$ cat config.mk
export PLATFORM = sky130hd
export DESIGN_NAME = topk_heap_top
export DESIGN_NICKNAME = d
export VERILOG_FILES = /design/src/rtl/heap_pkg.sv /design/src/rtl/heap_node_ram.sv /design/src/rtl/ram_port_arbiter.sv /design/src/rtl/ram_clear_sequencer.sv /design/src/rtl/sift_down_engine.sv /design/src/rtl/topk_heap_top.sv
export SDC_FILE = /design/constraint.sdc
export NUM_CORES = 1
export LEC_CHECK = 0
export BUFFER_PORTS_ARGS = -buffer_cell sky130_fd_sc_hd__buf_4
export CAP_MARGIN = 20
export CORE_ASPECT_RATIO = 0.5
export CORE_MARGIN = 2
export CORE_UTILIZATION = 55
export DETAILED_ROUTE_END_ITERATION = 8
export GPL_ROUTABILITY_DRIVEN = 0
export GPL_TIMING_DRIVEN = 1
export PLACE_DENSITY = 0.71
export SETUP_SLACK_MARGIN = 0.4
export SLEW_MARGIN = 10
export SYNTH_ARGS = -nofsm -noshare
export SYNTH_HDL_FRONTEND = slang
export SYNTH_SLANG_ARGS = --single-unit
$ cat constraint.sdc
create_clock -name CLK -period 14.5 [get_ports CLK]
set_input_delay 4.35 -clock CLK [delete_from_list [all_inputs] [get_ports CLK]]
set_output_delay 4.35 -clock CLK [all_outputs]
set_load 0.01 [all_outputs]
$ cat src/rtl/heap_pkg.sv
`default_nettype none

package heap_pkg;

  // ----------------------------------------------------------------------
  // key and tree geometry
  // ----------------------------------------------------------------------
  localparam int DATA_WIDTH = 16;  // key width
  localparam int TREE_DEPTH = 4;   // levels, root included
  localparam int NODES      = 15;  // K, total heap slots
  localparam int RAM_NODES  = 14;  // nodes 1..14, node 0 is the root register

  localparam int ADDR_WIDTH  = 4;  // flat node index width
  localparam int COUNT_WIDTH = 4;  // occupancy 0..NODES

  // first leaf in flat order, nodes from here down have no children
  localparam int FIRST_LEAF = (1 << (TREE_DEPTH - 1)) - 1;

  // clear writes two nodes per cycle
  localparam int CLEAR_PAIRS = RAM_NODES / 2;

  // ----------------------------------------------------------------------
  // types
  // ----------------------------------------------------------------------
  typedef logic [DATA_WIDTH-1:0]  data_t;   // zero marks an empty slot
  typedef logic [ADDR_WIDTH-1:0]  addr_t;   // node n -> children 2n+1, 2n+2
  typedef logic [COUNT_WIDTH-1:0] count_t;

  // who drives the node RAM
  typedef enum logic {
    OWNER_CLEAR = 1'b0,  // zeroing after reset
    OWNER_SIFT  = 1'b1   // normal operation
  } owner_t;

endpackage

`default_nettype wire

$ cat src/rtl/heap_node_ram.sv
`timescale 1ns/1ps
`default_nettype none

module heap_node_ram
  import heap_pkg::*;
(
  input  wire logic  CLK,
  // port a
  input  wire addr_t i_addr_a,
  input  wire data_t i_wdata_a,
  input  wire logic  i_we_a,
  output data_t      o_rdata_a,   // valid one cycle after address
  // port b
  input  wire addr_t i_addr_b,
  input  wire data_t i_wdata_b,
  input  wire logic  i_we_b,
  output data_t      o_rdata_b
);

  // ----------------------------------------------------------------------
  // storage, indexed by flat node number
  // ----------------------------------------------------------------------
  data_t mem [NODES];  // slot 0 never touched, root lives in a register

  // writes, both ports
  always_ff @(posedge CLK) begin : ram_write
    if (i_we_a) begin
      mem[i_addr_a] <= i_wdata_a;
    end
    if (i_we_b) begin
      mem[i_addr_b] <= i_wdata_b;
    end
  end

  // registered reads, old data on a same-cycle write
  always_ff @(posedge CLK) begin : ram_read
    o_rdata_a <= mem[i_addr_a];
    o_rdata_b <= mem[i_addr_b];
  end

  // ----------------------------------------------------------------------
  // checks
  // ----------------------------------------------------------------------
  // clear and sift both promise disjoint node pairs
  a_no_write_collision : assert property (
    @(posedge CLK) !(i_we_a && i_we_b && (i_addr_a == i_addr_b))
  ) else $error("both ports write node %0d", i_addr_a);

endmodule

`default_nettype wire

$ cat src/rtl/ram_port_arbiter.sv
`timescale 1ns/1ps
`default_nettype none

module ram_port_arbiter
  import heap_pkg::*;
(
  input  wire logic  CLK,
  input  wire logic  RSTn,
  // clear sequencer side
  input  wire logic  i_clr_req,
  input  wire addr_t i_clr_addr_a,
  input  wire addr_t i_clr_addr_b,
  input  wire logic  i_clr_we,
  // sift engine side
  input  wire addr_t i_sift_addr_a,
  input  wire addr_t i_sift_addr_b,
  input  wire data_t i_sift_wdata_a,
  input  wire data_t i_sift_wdata_b,
  input  wire logic  i_sift_we_a,
  input  wire logic  i_sift_we_b,
  output logic       o_sift_grant,   // level, stays up until next reset
  // node ram
  output addr_t      o_ram_addr_a,
  output data_t      o_ram_wdata_a,
  output logic       o_ram_we_a,
  output addr_t      o_ram_addr_b,
  output data_t      o_ram_wdata_b,
  output logic       o_ram_we_b
);

  owner_t owner_q;

  // ----------------------------------------------------------------------
  // one-way handover, clear -> sift
  // ----------------------------------------------------------------------
  always_ff @(posedge CLK or negedge RSTn) begin : owner_seq
    if (!RSTn) begin
      owner_q <= OWNER_CLEAR;
    end else if ((owner_q == OWNER_CLEAR) && !i_clr_req) begin
      owner_q <= OWNER_SIFT;  // last pair written
    end
  end

  assign o_sift_grant = (owner_q == OWNER_SIFT);

  // port mux, both ports follow the same owner
  always_comb begin : port_mux
    if (owner_q == OWNER_SIFT) begin
      o_ram_addr_a  = i_sift_addr_a;
      o_ram_wdata_a = i_sift_wdata_a;
      o_ram_we_a    = i_sift_we_a;
      o_ram_addr_b  = i_sift_addr_b;
      o_ram_wdata_b = i_sift_wdata_b;
      o_ram_we_b    = i_sift_we_b;
    end else begin
      o_ram_addr_a  = i_clr_addr_a;
      o_ram_wdata_a = '0;          // clear path only ever writes zero
      o_ram_we_a    = i_clr_we;
      o_ram_addr_b  = i_clr_addr_b;
      o_ram_wdata_b = '0;
      o_ram_we_b    = i_clr_we;
    end
  end

  // sift writes during the clear would be dropped silently
  a_sift_write_granted : assert property (
    @(posedge CLK) disable iff (!RSTn)
    (i_sift_we_a || i_sift_we_b) |-> (owner_q == OWNER_SIFT)
  ) else $error("sift engine wrote without grant");

endmodule

`default_nettype wire

$ cat src/rtl/ram_clear_sequencer.sv
`timescale 1ns/1ps
`default_nettype none

module ram_clear_sequencer
  import heap_pkg::*;
(
  input  wire logic CLK,
  input  wire logic RSTn,
  output logic      o_req,     // high until the last pair is written
  output addr_t     o_addr_a,  // odd node of the pair
  output addr_t     o_addr_b,  // even node of the pair
  output logic      o_we
);

  // ----------------------------------------------------------------------
  // node pair walk, pair p covers nodes 2p+1 and 2p+2
  // ----------------------------------------------------------------------
  logic [ADDR_WIDTH-2:0] pair_q;   // 0..CLEAR_PAIRS, parks at CLEAR_PAIRS
  logic                  req_q;
  logic                  last_pair;

  assign last_pair = (pair_q == (ADDR_WIDTH-1)'(CLEAR_PAIRS - 1));

  always_ff @(posedge CLK or negedge RSTn) begin : clear_seq
    if (!RSTn) begin
      pair_q <= '0;
      req_q  <= 1'b1;  // ram owned by the clear from reset on
    end else if (req_q) begin
      pair_q <= pair_q + 1'b1;
      if (last_pair) begin
        req_q <= 1'b0;  // drops on the edge writing nodes 13, 14
      end
    end
  end

  assign o_req    = req_q;
  assign o_we     = (pair_q != (ADDR_WIDTH-1)'(CLEAR_PAIRS));  // still pairs left
  assign o_addr_a = {pair_q, 1'b1};                 // 2p+1
  assign o_addr_b = {pair_q, 1'b0} + addr_t'(2);    // 2p+2

  // counter and request must agree on when the walk is over
  a_we_inside_req : assert property (
    @(posedge CLK) disable iff (!RSTn)
    o_we |-> o_req
  ) else $error("clear write after request dropped, pair %0d", pair_q);

endmodule

`default_nettype wire

$ cat src/rtl/sift_down_engine.sv
`timescale 1ns/1ps
`default_nettype none

module sift_down_engine
  import heap_pkg::*;
(
  input  wire logic  CLK,
  input  wire logic  RSTn,
  input  wire logic  i_grant,    // ram handed over by the arbiter
  // offer
  input  wire logic  i_wrt,
  input  wire data_t i_data,
  // status
  output logic       o_busy,
  output logic       o_full,
  output data_t      o_root,     // node 0, smallest value held
  // ram ports, through the arbiter
  output addr_t      o_addr_a,
  output addr_t      o_addr_b,
  output data_t      o_wdata_a,
  output data_t      o_wdata_b,
  output logic       o_we_a,
  output logic       o_we_b,
  input  wire data_t i_rdata_a,  // left child after READ_CHILDREN
  input  wire data_t i_rdata_b   // right child
);

  // ----------------------------------------------------------------------
  // state
  // ----------------------------------------------------------------------
  typedef enum logic [1:0] {
    IDLE          = 2'd0,
    READ_CHILDREN = 2'd1,  // child addresses out on a and b
    COMPARE_WRITE = 2'd2   // children back, pick and write
  } state_t;

  state_t state_q, state_d;
  data_t  root_q, root_d;
  data_t  val_q, val_d;      // the sinking value
  addr_t  idx_q, idx_d;      // slot the sinking value currently owns
  count_t count_q, count_d;  // nonzero entries

  logic   accept;
  addr_t  left_idx;
  addr_t  right_idx;
  data_t  small_val;
  addr_t  small_idx;
  logic   sink_more;      // smaller child is below the sinking value
  logic   small_is_leaf;

  // ----------------------------------------------------------------------
  // offer qualification and child selection
  // ----------------------------------------------------------------------
  assign o_busy = !i_grant || (state_q != IDLE);  // clear still running or sifting
  assign accept = i_wrt && !o_busy && (i_data > root_q);

  assign left_idx  = {idx_q[ADDR_WIDTH-2:0], 1'b1};  // 2n+1, idx stays below FIRST_LEAF
  assign right_idx = left_idx + addr_t'(1);          // 2n+2

  always_comb begin : pick_child
    if (i_rdata_b < i_rdata_a) begin
      small_val = i_rdata_b;
      small_idx = right_idx;
    end else begin
      small_val = i_rdata_a;  // ties go left
      small_idx = left_idx;
    end
  end

  assign sink_more     = (small_val < val_q);              // equal stops the sift
  assign small_is_leaf = (small_idx >= addr_t'(FIRST_LEAF));

  // ----------------------------------------------------------------------
  // fsm and datapath next state
  // ----------------------------------------------------------------------
  always_comb begin : sift_comb
    state_d = state_q;
    root_d  = root_q;
    val_d   = val_q;
    idx_d   = idx_q;
    count_d = count_q;
    case (state_q)
      IDLE: begin
        if (accept) begin
          root_d  = i_data;  // overwrite root, visible next cycle
          val_d   = i_data;
          idx_d   = '0;
          state_d = READ_CHILDREN;
          if (root_q == '0) begin
            count_d = count_q + count_t'(1);  // replaced an empty slot
          end
        end
      end

      READ_CHILDREN: begin
        state_d = COMPARE_WRITE;  // ram read latency
      end

      COMPARE_WRITE: begin
        state_d = IDLE;
        if (sink_more) begin
          if (idx_q == '0) begin
            root_d = small_val;  // child moves up into the root reg
          end
          if (!small_is_leaf) begin
            idx_d   = small_idx;  // one level down
            state_d = READ_CHILDREN;
          end
        end
        // otherwise val_q lands in idx_q, root already holds it at node 0
      end

      default: begin
        state_d = IDLE;
      end
    endcase
  end

  // ram port drive
  always_comb begin : port_comb
    o_addr_a  = left_idx;   // read pair by default
    o_addr_b  = right_idx;
    o_wdata_a = val_q;
    o_wdata_b = val_q;      // b only writes the sinking value into a leaf
    o_we_a    = 1'b0;
    o_we_b    = 1'b0;
    if (state_q == COMPARE_WRITE) begin
      o_addr_a = idx_q;
      o_addr_b = small_idx;
      if (sink_more) begin
        o_wdata_a = small_val;  // swap up
      end
      o_we_a = (idx_q != '0);                 // node 0 is not in the ram
      o_we_b = sink_more && small_is_leaf;    // bottom reached, park the value
    end
  end

  // ----------------------------------------------------------------------
  // registers
  // ----------------------------------------------------------------------
  always_ff @(posedge CLK or negedge RSTn) begin : ctrl_seq
    if (!RSTn) begin
      state_q <= IDLE;
      root_q  <= '0;
      count_q <= '0;
    end else begin
      state_q <= state_d;
      root_q  <= root_d;
      count_q <= count_d;
    end
  end

  always_ff @(posedge CLK) begin : payload_seq
    val_q <= val_d;
    idx_q <= idx_d;
  end

  assign o_root = root_q;
  assign o_full = (count_q == count_t'(NODES));

  // ----------------------------------------------------------------------
  // checks
  // ----------------------------------------------------------------------
  // a zero root at K entries would wrap the four bit count
  a_count_bound : assert property (
    @(posedge CLK) disable iff (!RSTn)
    (accept && (root_q == '0)) |-> (count_q != count_t'(NODES))
  ) else $error("occupancy would pass K, count %0d", count_q);

  // a sift only lowers the root, a taken offer would raise it
  a_no_offer_while_busy : assert property (
    @(posedge CLK) disable iff (!RSTn)
    o_busy |=> (root_q <= $past(root_q))
  ) else $error("root rose after a busy cycle");

endmodule

`default_nettype wire

$ cat src/rtl/topk_heap_top.sv
`timescale 1ns/1ps
`default_nettype none

module topk_heap_top
  import heap_pkg::*;
(
  input  wire logic  CLK,
  input  wire logic  RSTn,
  input  wire logic  i_wrt,   // offer strobe
  input  wire data_t i_data,
  output data_t      o_data,  // K-th largest seen once full
  output logic       o_busy,
  output logic       o_full
);

  // ----------------------------------------------------------------------
  // interconnect
  // ----------------------------------------------------------------------
  // clear sequencer -> arbiter
  logic  clr_req;
  addr_t clr_addr_a;
  addr_t clr_addr_b;
  logic  clr_we;

  // sift engine <-> arbiter
  logic  sift_grant;
  addr_t sift_addr_a;
  addr_t sift_addr_b;
  data_t sift_wdata_a;
  data_t sift_wdata_b;
  logic  sift_we_a;
  logic  sift_we_b;

  // arbiter -> ram, ram -> sift engine
  addr_t ram_addr_a;
  addr_t ram_addr_b;
  data_t ram_wdata_a;
  data_t ram_wdata_b;
  logic  ram_we_a;
  logic  ram_we_b;
  data_t ram_rdata_a;
  data_t ram_rdata_b;

  // ----------------------------------------------------------------------
  // instances
  // ----------------------------------------------------------------------
  ram_clear_sequencer u_clear (
    .CLK      (CLK),
    .RSTn     (RSTn),
    .o_req    (clr_req),
    .o_addr_a (clr_addr_a),
    .o_addr_b (clr_addr_b),
    .o_we     (clr_we)
  );

  sift_down_engine u_sift (
    .CLK       (CLK),
    .RSTn      (RSTn),
    .i_grant   (sift_grant),
    .i_wrt     (i_wrt),
    .i_data    (i_data),
    .o_busy    (o_busy),
    .o_full    (o_full),
    .o_root    (o_data),
    .o_addr_a  (sift_addr_a),
    .o_addr_b  (sift_addr_b),
    .o_wdata_a (sift_wdata_a),
    .o_wdata_b (sift_wdata_b),
    .o_we_a    (sift_we_a),
    .o_we_b    (sift_we_b),
    .i_rdata_a (ram_rdata_a),  // read data goes straight back
    .i_rdata_b (ram_rdata_b)
  );

  ram_port_arbiter u_arb (
    .CLK            (CLK),
    .RSTn           (RSTn),
    .i_clr_req      (clr_req),
    .i_clr_addr_a   (clr_addr_a),
    .i_clr_addr_b   (clr_addr_b),
    .i_clr_we       (clr_we),
    .i_sift_addr_a  (sift_addr_a),
    .i_sift_addr_b  (sift_addr_b),
    .i_sift_wdata_a (sift_wdata_a),
    .i_sift_wdata_b (sift_wdata_b),
    .i_sift_we_a    (sift_we_a),
    .i_sift_we_b    (sift_we_b),
    .o_sift_grant   (sift_grant),
    .o_ram_addr_a   (ram_addr_a),
    .o_ram_wdata_a  (ram_wdata_a),
    .o_ram_we_a     (ram_we_a),
    .o_ram_addr_b   (ram_addr_b),
    .o_ram_wdata_b  (ram_wdata_b),
    .o_ram_we_b     (ram_we_b)
  );

  heap_node_ram u_ram (
    .CLK       (CLK),
    .i_addr_a  (ram_addr_a),
    .i_wdata_a (ram_wdata_a),
    .i_we_a    (ram_we_a),
    .o_rdata_a (ram_rdata_a),
    .i_addr_b  (ram_addr_b),
    .i_wdata_b (ram_wdata_b),
    .i_we_b    (ram_we_b),
    .o_rdata_b (ram_rdata_b)
  );

endmodule

`default_nettype wire

# Word level (Yosys, flattened, before mapping)
# Memories as Yosys holds them, arrays and structs flattened. A register that Yosys moved wholly into a read port is not among the register bits.
# Index checks and enable logic that the tools add are counted.
# totals
regBits	47
ram_bits	240
input_bits	19
output_inout_bits	18
mem_count	1
# memory_table
memory	depth	width	rd	rd_ports_with_merged_regs	write_ports	line_no	rtl
u_ram.mem	15	16	2	2	2	heap_node_ram.sv:23	data_t mem [NODES];
# classes
add_sub_neg	4
magnitude_cmp	4
n_eq_ne	9
n_mux	32
n_bitwise	1
reduce_logical	18
# op_table
cell	n
16-bit 2-to-1 mux	8
16-bit less-than comparator	2
4-bit 2-to-1 mux	8
16-bit one-hot mux with 2 select lines	1
16-bit greater-than comparator	1
16-bit zero test	1
1-bit 2-to-1 mux	11
4-bit by 1-bit adder with 4-bit output, second input constant	2
4-bit one-hot mux with 2 select lines	1
4-bit AND reduction	2
2-bit by 1-bit != test with 1-bit output, second input constant	3
2-bit one-hot mux with 3 select lines	1
4-bit by 2-bit adder with 4-bit output, second input constant	1
4-bit equality test, second input constant	1
4-bit by 3-bit greater-or-equal comparator with 1-bit output, second input constant	1
1-bit logical AND	4
4-bit zero test	1
2-bit 2-to-1 mux	2
2-bit nonzero test	2
4-bit nonzero test	1
3-bit by 1-bit adder with 3-bit output, second input constant	1
3-bit equality test, second input constant	1
1-bit zero test	3
3-bit != test, second input constant	1
8 further kinds	8

# Longest topological paths before layout
# depth
ltp_word	8
mapped_depth	22
depth_no_buf	18

# Modules after synthesis
# A second synthesis with hierarchy kept.
# hier_totals
hier_cells	1330
area_unflattened_um2	18944.4
# by_module_without_submodules
mod	instances	cells_each	area_each_um2
heap_node_ram	1	925	14840.5
sift_down_engine	1	338	3475.8
ram_port_arbiter	1	49	416.6
ram_clear_sequencer	1	18	211.5

# Worst setup path after synthesis
# Ideal clock, no wire load.
# synth_path
path_type	input-to-reg
start	input port i_data[3]
end	register u_sift.root_q[10] (netlist: u_sift.o_root[10])
setup_ps	125
t_arrival_ps	7040
required_ps	14375
slack_ps	7335
path_stages	10
path_cell_list	ha_1 -> nand4_1 -> o21ai_0 -> a21oi_1 -> nor2_1 -> o21ai_0 -> a31oi_1 -> a21oi_2 -> buf_2 -> mux2_2
# synth_via
elab_chain_len	4
# synth_rtl
element	line_no	rtl
start: declaration	topk_heap_top.sv:10	input wire data_t i_data,
16-bit greater-than comparator	sift_down_engine.sv:55	assign accept = i_wrt && !o_busy && (i_data > root_q);
1-bit logical AND	sift_down_engine.sv:55	
2-bit by 1-bit != test with 1-bit output (no line)	--	
4-bit AND reduction (no line)	--	
end signal: assignment	sift_down_engine.sv:148	root_q <= root_d;
end: declaration	sift_down_engine.sv:38	data_t root_q, root_d;
# No other way between the ends.
# A chain may end at the register's enable or synchronous reset.

==> results.sh <==
export IMPL_grt_busiest_layer="met2"
export IMPL_clockRootBuffer="clkbuf_16"
export IMPL_dp_cells=1891
export IMPL_clockBufferDepth=3
export IMPL_syn_area_per_cell_um2=11.5
export IMPL_dpl_worst_slack_ns=7.56
export IMPL_cp_arrival_ns=7.15
export IMPL_core_area_um2=30700
export IMPL_dieArea_um2=33200
export IMPL_worstSetupStartpointType="flop"
export IMPL_initial_utilization_pct=56.6
export IMPL_end_kind="flop"
export IMPL_path_cells="inv_1 > ha_1 > a21oi_1 > a21boi_0 > a311o_1 > nor2_2 > buf_4 > nor2_1 > a21oi_1 > inv_1 > ha_1 > a211oi_1 > nand2_1 > a211o_1 > a211oi_1 > o31ai_1 > nor4_1 > and2_1 > buf_4 > o21bai_2 > buf_4"
export IMPL_setup_viol=0
export IMPL_hold_buffers=0
export IMPL_layout_cells_non_filler=1948
export IMPL_yosysTopAreaCell="edfxtp_1"
export IMPL_max_slew_margin_pct=29.6
export IMPL_ys_flop_type="edfxtp_1"
export IMPL_cts_max_level=1
export IMPL_synth_area_leaders="edfxtp_1 45%, mux2i_1 10%, a222oi_1 4.5%"
export IMPL_post_cts_buffers=0
export IMPL_min_delay_worst_endpoint="u_sift.count_q[3]"
export IMPL_diodes=0
export IMPL_drtIter0Drc=3157
export IMPL_async_flop_share_pct=8.46
export IMPL_grt_pass1_vias=13900
export IMPL_cp_num_buf_inv=5
export IMPL_grtUsageMet3_pct=11.8
export IMPL_grt_util_met2_pct=52.7
export IMPL_timing_hold_ws_ns=0.473
export IMPL_hold_start="u_sift.count_q[3]"
export IMPL_via_count=14000
export IMPL_power_leakage_nw=7.26
export IMPL_crit_path_frequent_cell="buf_4"
export IMPL_io_pins=37
export IMPL_yosysWarningCount=0
export IMPL_finClkSkew_ns=0.0228
export IMPL_fin_nets=1573
export IMPL_r2r_start="u_ram.o_rdata_a[14]"
export IMPL_yosysUniqueCellTypes=69
export IMPL_path_class="flop to flop"
export IMPL_grtUsageTotal_pct=35.2
export IMPL_cpMaxStageDelayCell="nor2_2"
export IMPL_cts_tree="built"
export IMPL_netlist_area_leader_share_pct=44.9
export IMPL_drive_gt1_share_pct=14.0
export IMPL_antenna_found_initial=1
export IMPL_rsz0062_at_grt="false"
export IMPL_critical_path_top_delay_family="compound AO/OA/AOI/OAI gates"
export IMPL_r2r_slack_ns=7.60
export IMPL_die_w_um=256
export IMPL_powerDensity_nw_per_um2=233
export IMPL_synthTopCellsByCount="260 x edfxtp_1, 178 x mux2i_1, 135 x inv_1"
export IMPL_synthesis_nets=1586
export IMPL_avgViaCountPerCell=7.21
export IMPL_crit_required_ns=14.75
export IMPL_die_h_um=130
export IMPL_crit_fanout=21
export IMPL_gr_total_overflow=0
export IMPL_hold_depth=1
export IMPL_ctsResizeCount=0
export IMPL_yosysSeqAreaShare_pct=52.4
export IMPL_grt_max_degree=66
export IMPL_r2r_end="u_ram.mem[5][0]"
export IMPL_fmax_mhz=145
export IMPL_cts_buffers=30
export IMPL_worst_pin_slew_ns=1.05
export IMPL_timing_final_ws_setup_ns=7.60
export IMPL_tns_ns=0
export IMPL_drt_pass1_iter_count=9
export IMPL_port_buffers=36
export IMPL_grt_pass1_wl_um=87000
export IMPL_post_synth_top_count_cell="edfxtp_1"
export IMPL_ant_nets=0
export IMPL_use_met1_pct=47.5
export IMPL_hp_class="flop to flop"
export IMPL_synthCells=1514
export IMPL_drc=5
export IMPL_worst_r2r_cell_count=21
export IMPL_cpPeakStageDelay_ns=0.52
export IMPL_peakVddDrop_uv=226
export IMPL_dpl_hpwl_um=34800
export IMPL_synth_edf_count=260
export IMPL_synth_seq_cells=319
export IMPL_maxSlewViolCount=0
export IMPL_hold_viol=0
export IMPL_area_growth_pct=10.7
export IMPL_fp_row_count=45
export IMPL_drv_cap=0
export IMPL_status="complete, but fails checks"
export IMPL_wirelength_um=58800
export IMPL_violations="design-rule violations"
export IMPL_period_needed_ns=6.90
export IMPL_fin_crit_sh_pct=47.6
export IMPL_clk_latency_ns=0.60
export IMPL_cts_sinks=319
export IMPL_clk_pin_slew_ns=0.07
export IMPL_wl_per_cell_um=30.2
export IMPL_syn_area_um2=17400
report_power, final:
part	switching, W	internal, W	total, W
Combinational	0.00154	0.000747	0.00228
Sequential	0.0000922	0.00124	0.00133
Clock	0.000375	0.000502	0.000877
registers in the layout, summed over array words and instances, names as in the netlist:
| signal | cells |
|---|---|
| u_sift.o_wdata_b | 16 |
| u_ram.o_rdata_b | 16 |
| u_sift.idx_q | 4 |
| u_ram.mem | 240 |
| u_ram.o_rdata_a | 16 |
| u_clear.o_req | 1 |
| u_arb.o_sift_grant | 1 |
| u_sift.o_root | 16 |
| u_sift.state_q | 2 |
| u_clear.pair_q | 3 |
| u_sift.count_q | 4 |
per-stage QoR:
stage / power [W] / util [%] / cell area [um^2]
6_report: 0.00449 / 62.7 / 19300
2_1_floorplan: 0.00271 / - / 17400
4_1_cts: 0.00439 / 62.6 / 19200
5_1_grt: 0.00466 / 62.7 / 19300
3_5_place_dp: 0.00351 / 59.0 / 18100
3_3_place_gp: 0.00346 / 58.9 / 18100
placed cells by master (no fill, tap or decap), types with 20 or more instances in the layout:
cell,n
edfxtp_1,260
mux2i_1,178
inv_1,135
a21oi_1,109
nand2_1,103
a22oi_1,97
buf_4,81
a222oi_1,79
ha_1,53
nor2_1,42
clkbuf_16,35
dfxtp_1,32
dfrtp_1,26
o21ai_0,25
mux2_2,20
cells by family after synthesis:
kind of cell             synth area share, %
AO/OA/AOI/OAI                           18.2
XOR/XNOR                               0.201
adder cells (fa/ha/maj)                 3.81
buffers and inverters                   6.61
flip-flops                              52.4
multiplexers                            11.7
AND/OR/NAND/NOR                         7.07
routing by layer:
metal	vias to the layer above	wire, um	part of all wire (%)
li1	5780	-	-
met5	-	12	0.020
met4	2	2590	4.4
met2	1335	24200	41
met3	214	10200	17
met1	6709	21800	37
worst max path at each step:
stage | start | end | slack, ns | depth (start not counted)
2_1_floorplan | i_data[3] | u_sift.o_root[10] | 7.33 | 10
3_3_place_gp | i_data[9] | u_sift.o_root[10] | 7.58 | 10
3_5_place_dp | i_data[9] | u_sift.o_root[8] | 7.56 | 10
4_1_cts | u_ram.o_rdata_a[14] | u_ram.mem[5][0] | 7.92 | 21
5_1_grt | u_ram.o_rdata_a[14] | u_ram.mem[5][0] | 7.41 | 21
6_report | u_ram.o_rdata_a[14] | u_ram.mem[5][0] | 7.60 | 21
worst register-to-register path, delay by kind of cell (launching register included):
kind | cells | cell delay, ns
fa+ha+maj | 2 | 0.66
simple gates | 5 | 1.34
buf+inv | 5 | 1.34
flops | 1 | 0.31
compound gates | 9 | 2.89
cell type report:
class	instances	area (um^2)
fill	2386	11500
sequential	319	9130
multi-input combinational	931	7340
clock buffer	42	962
timing repair buffer	84	666
tap	423	529
inverter	135	507
clock inverter	14	146
No activity file was read; power rests on OpenSTA's default activity.
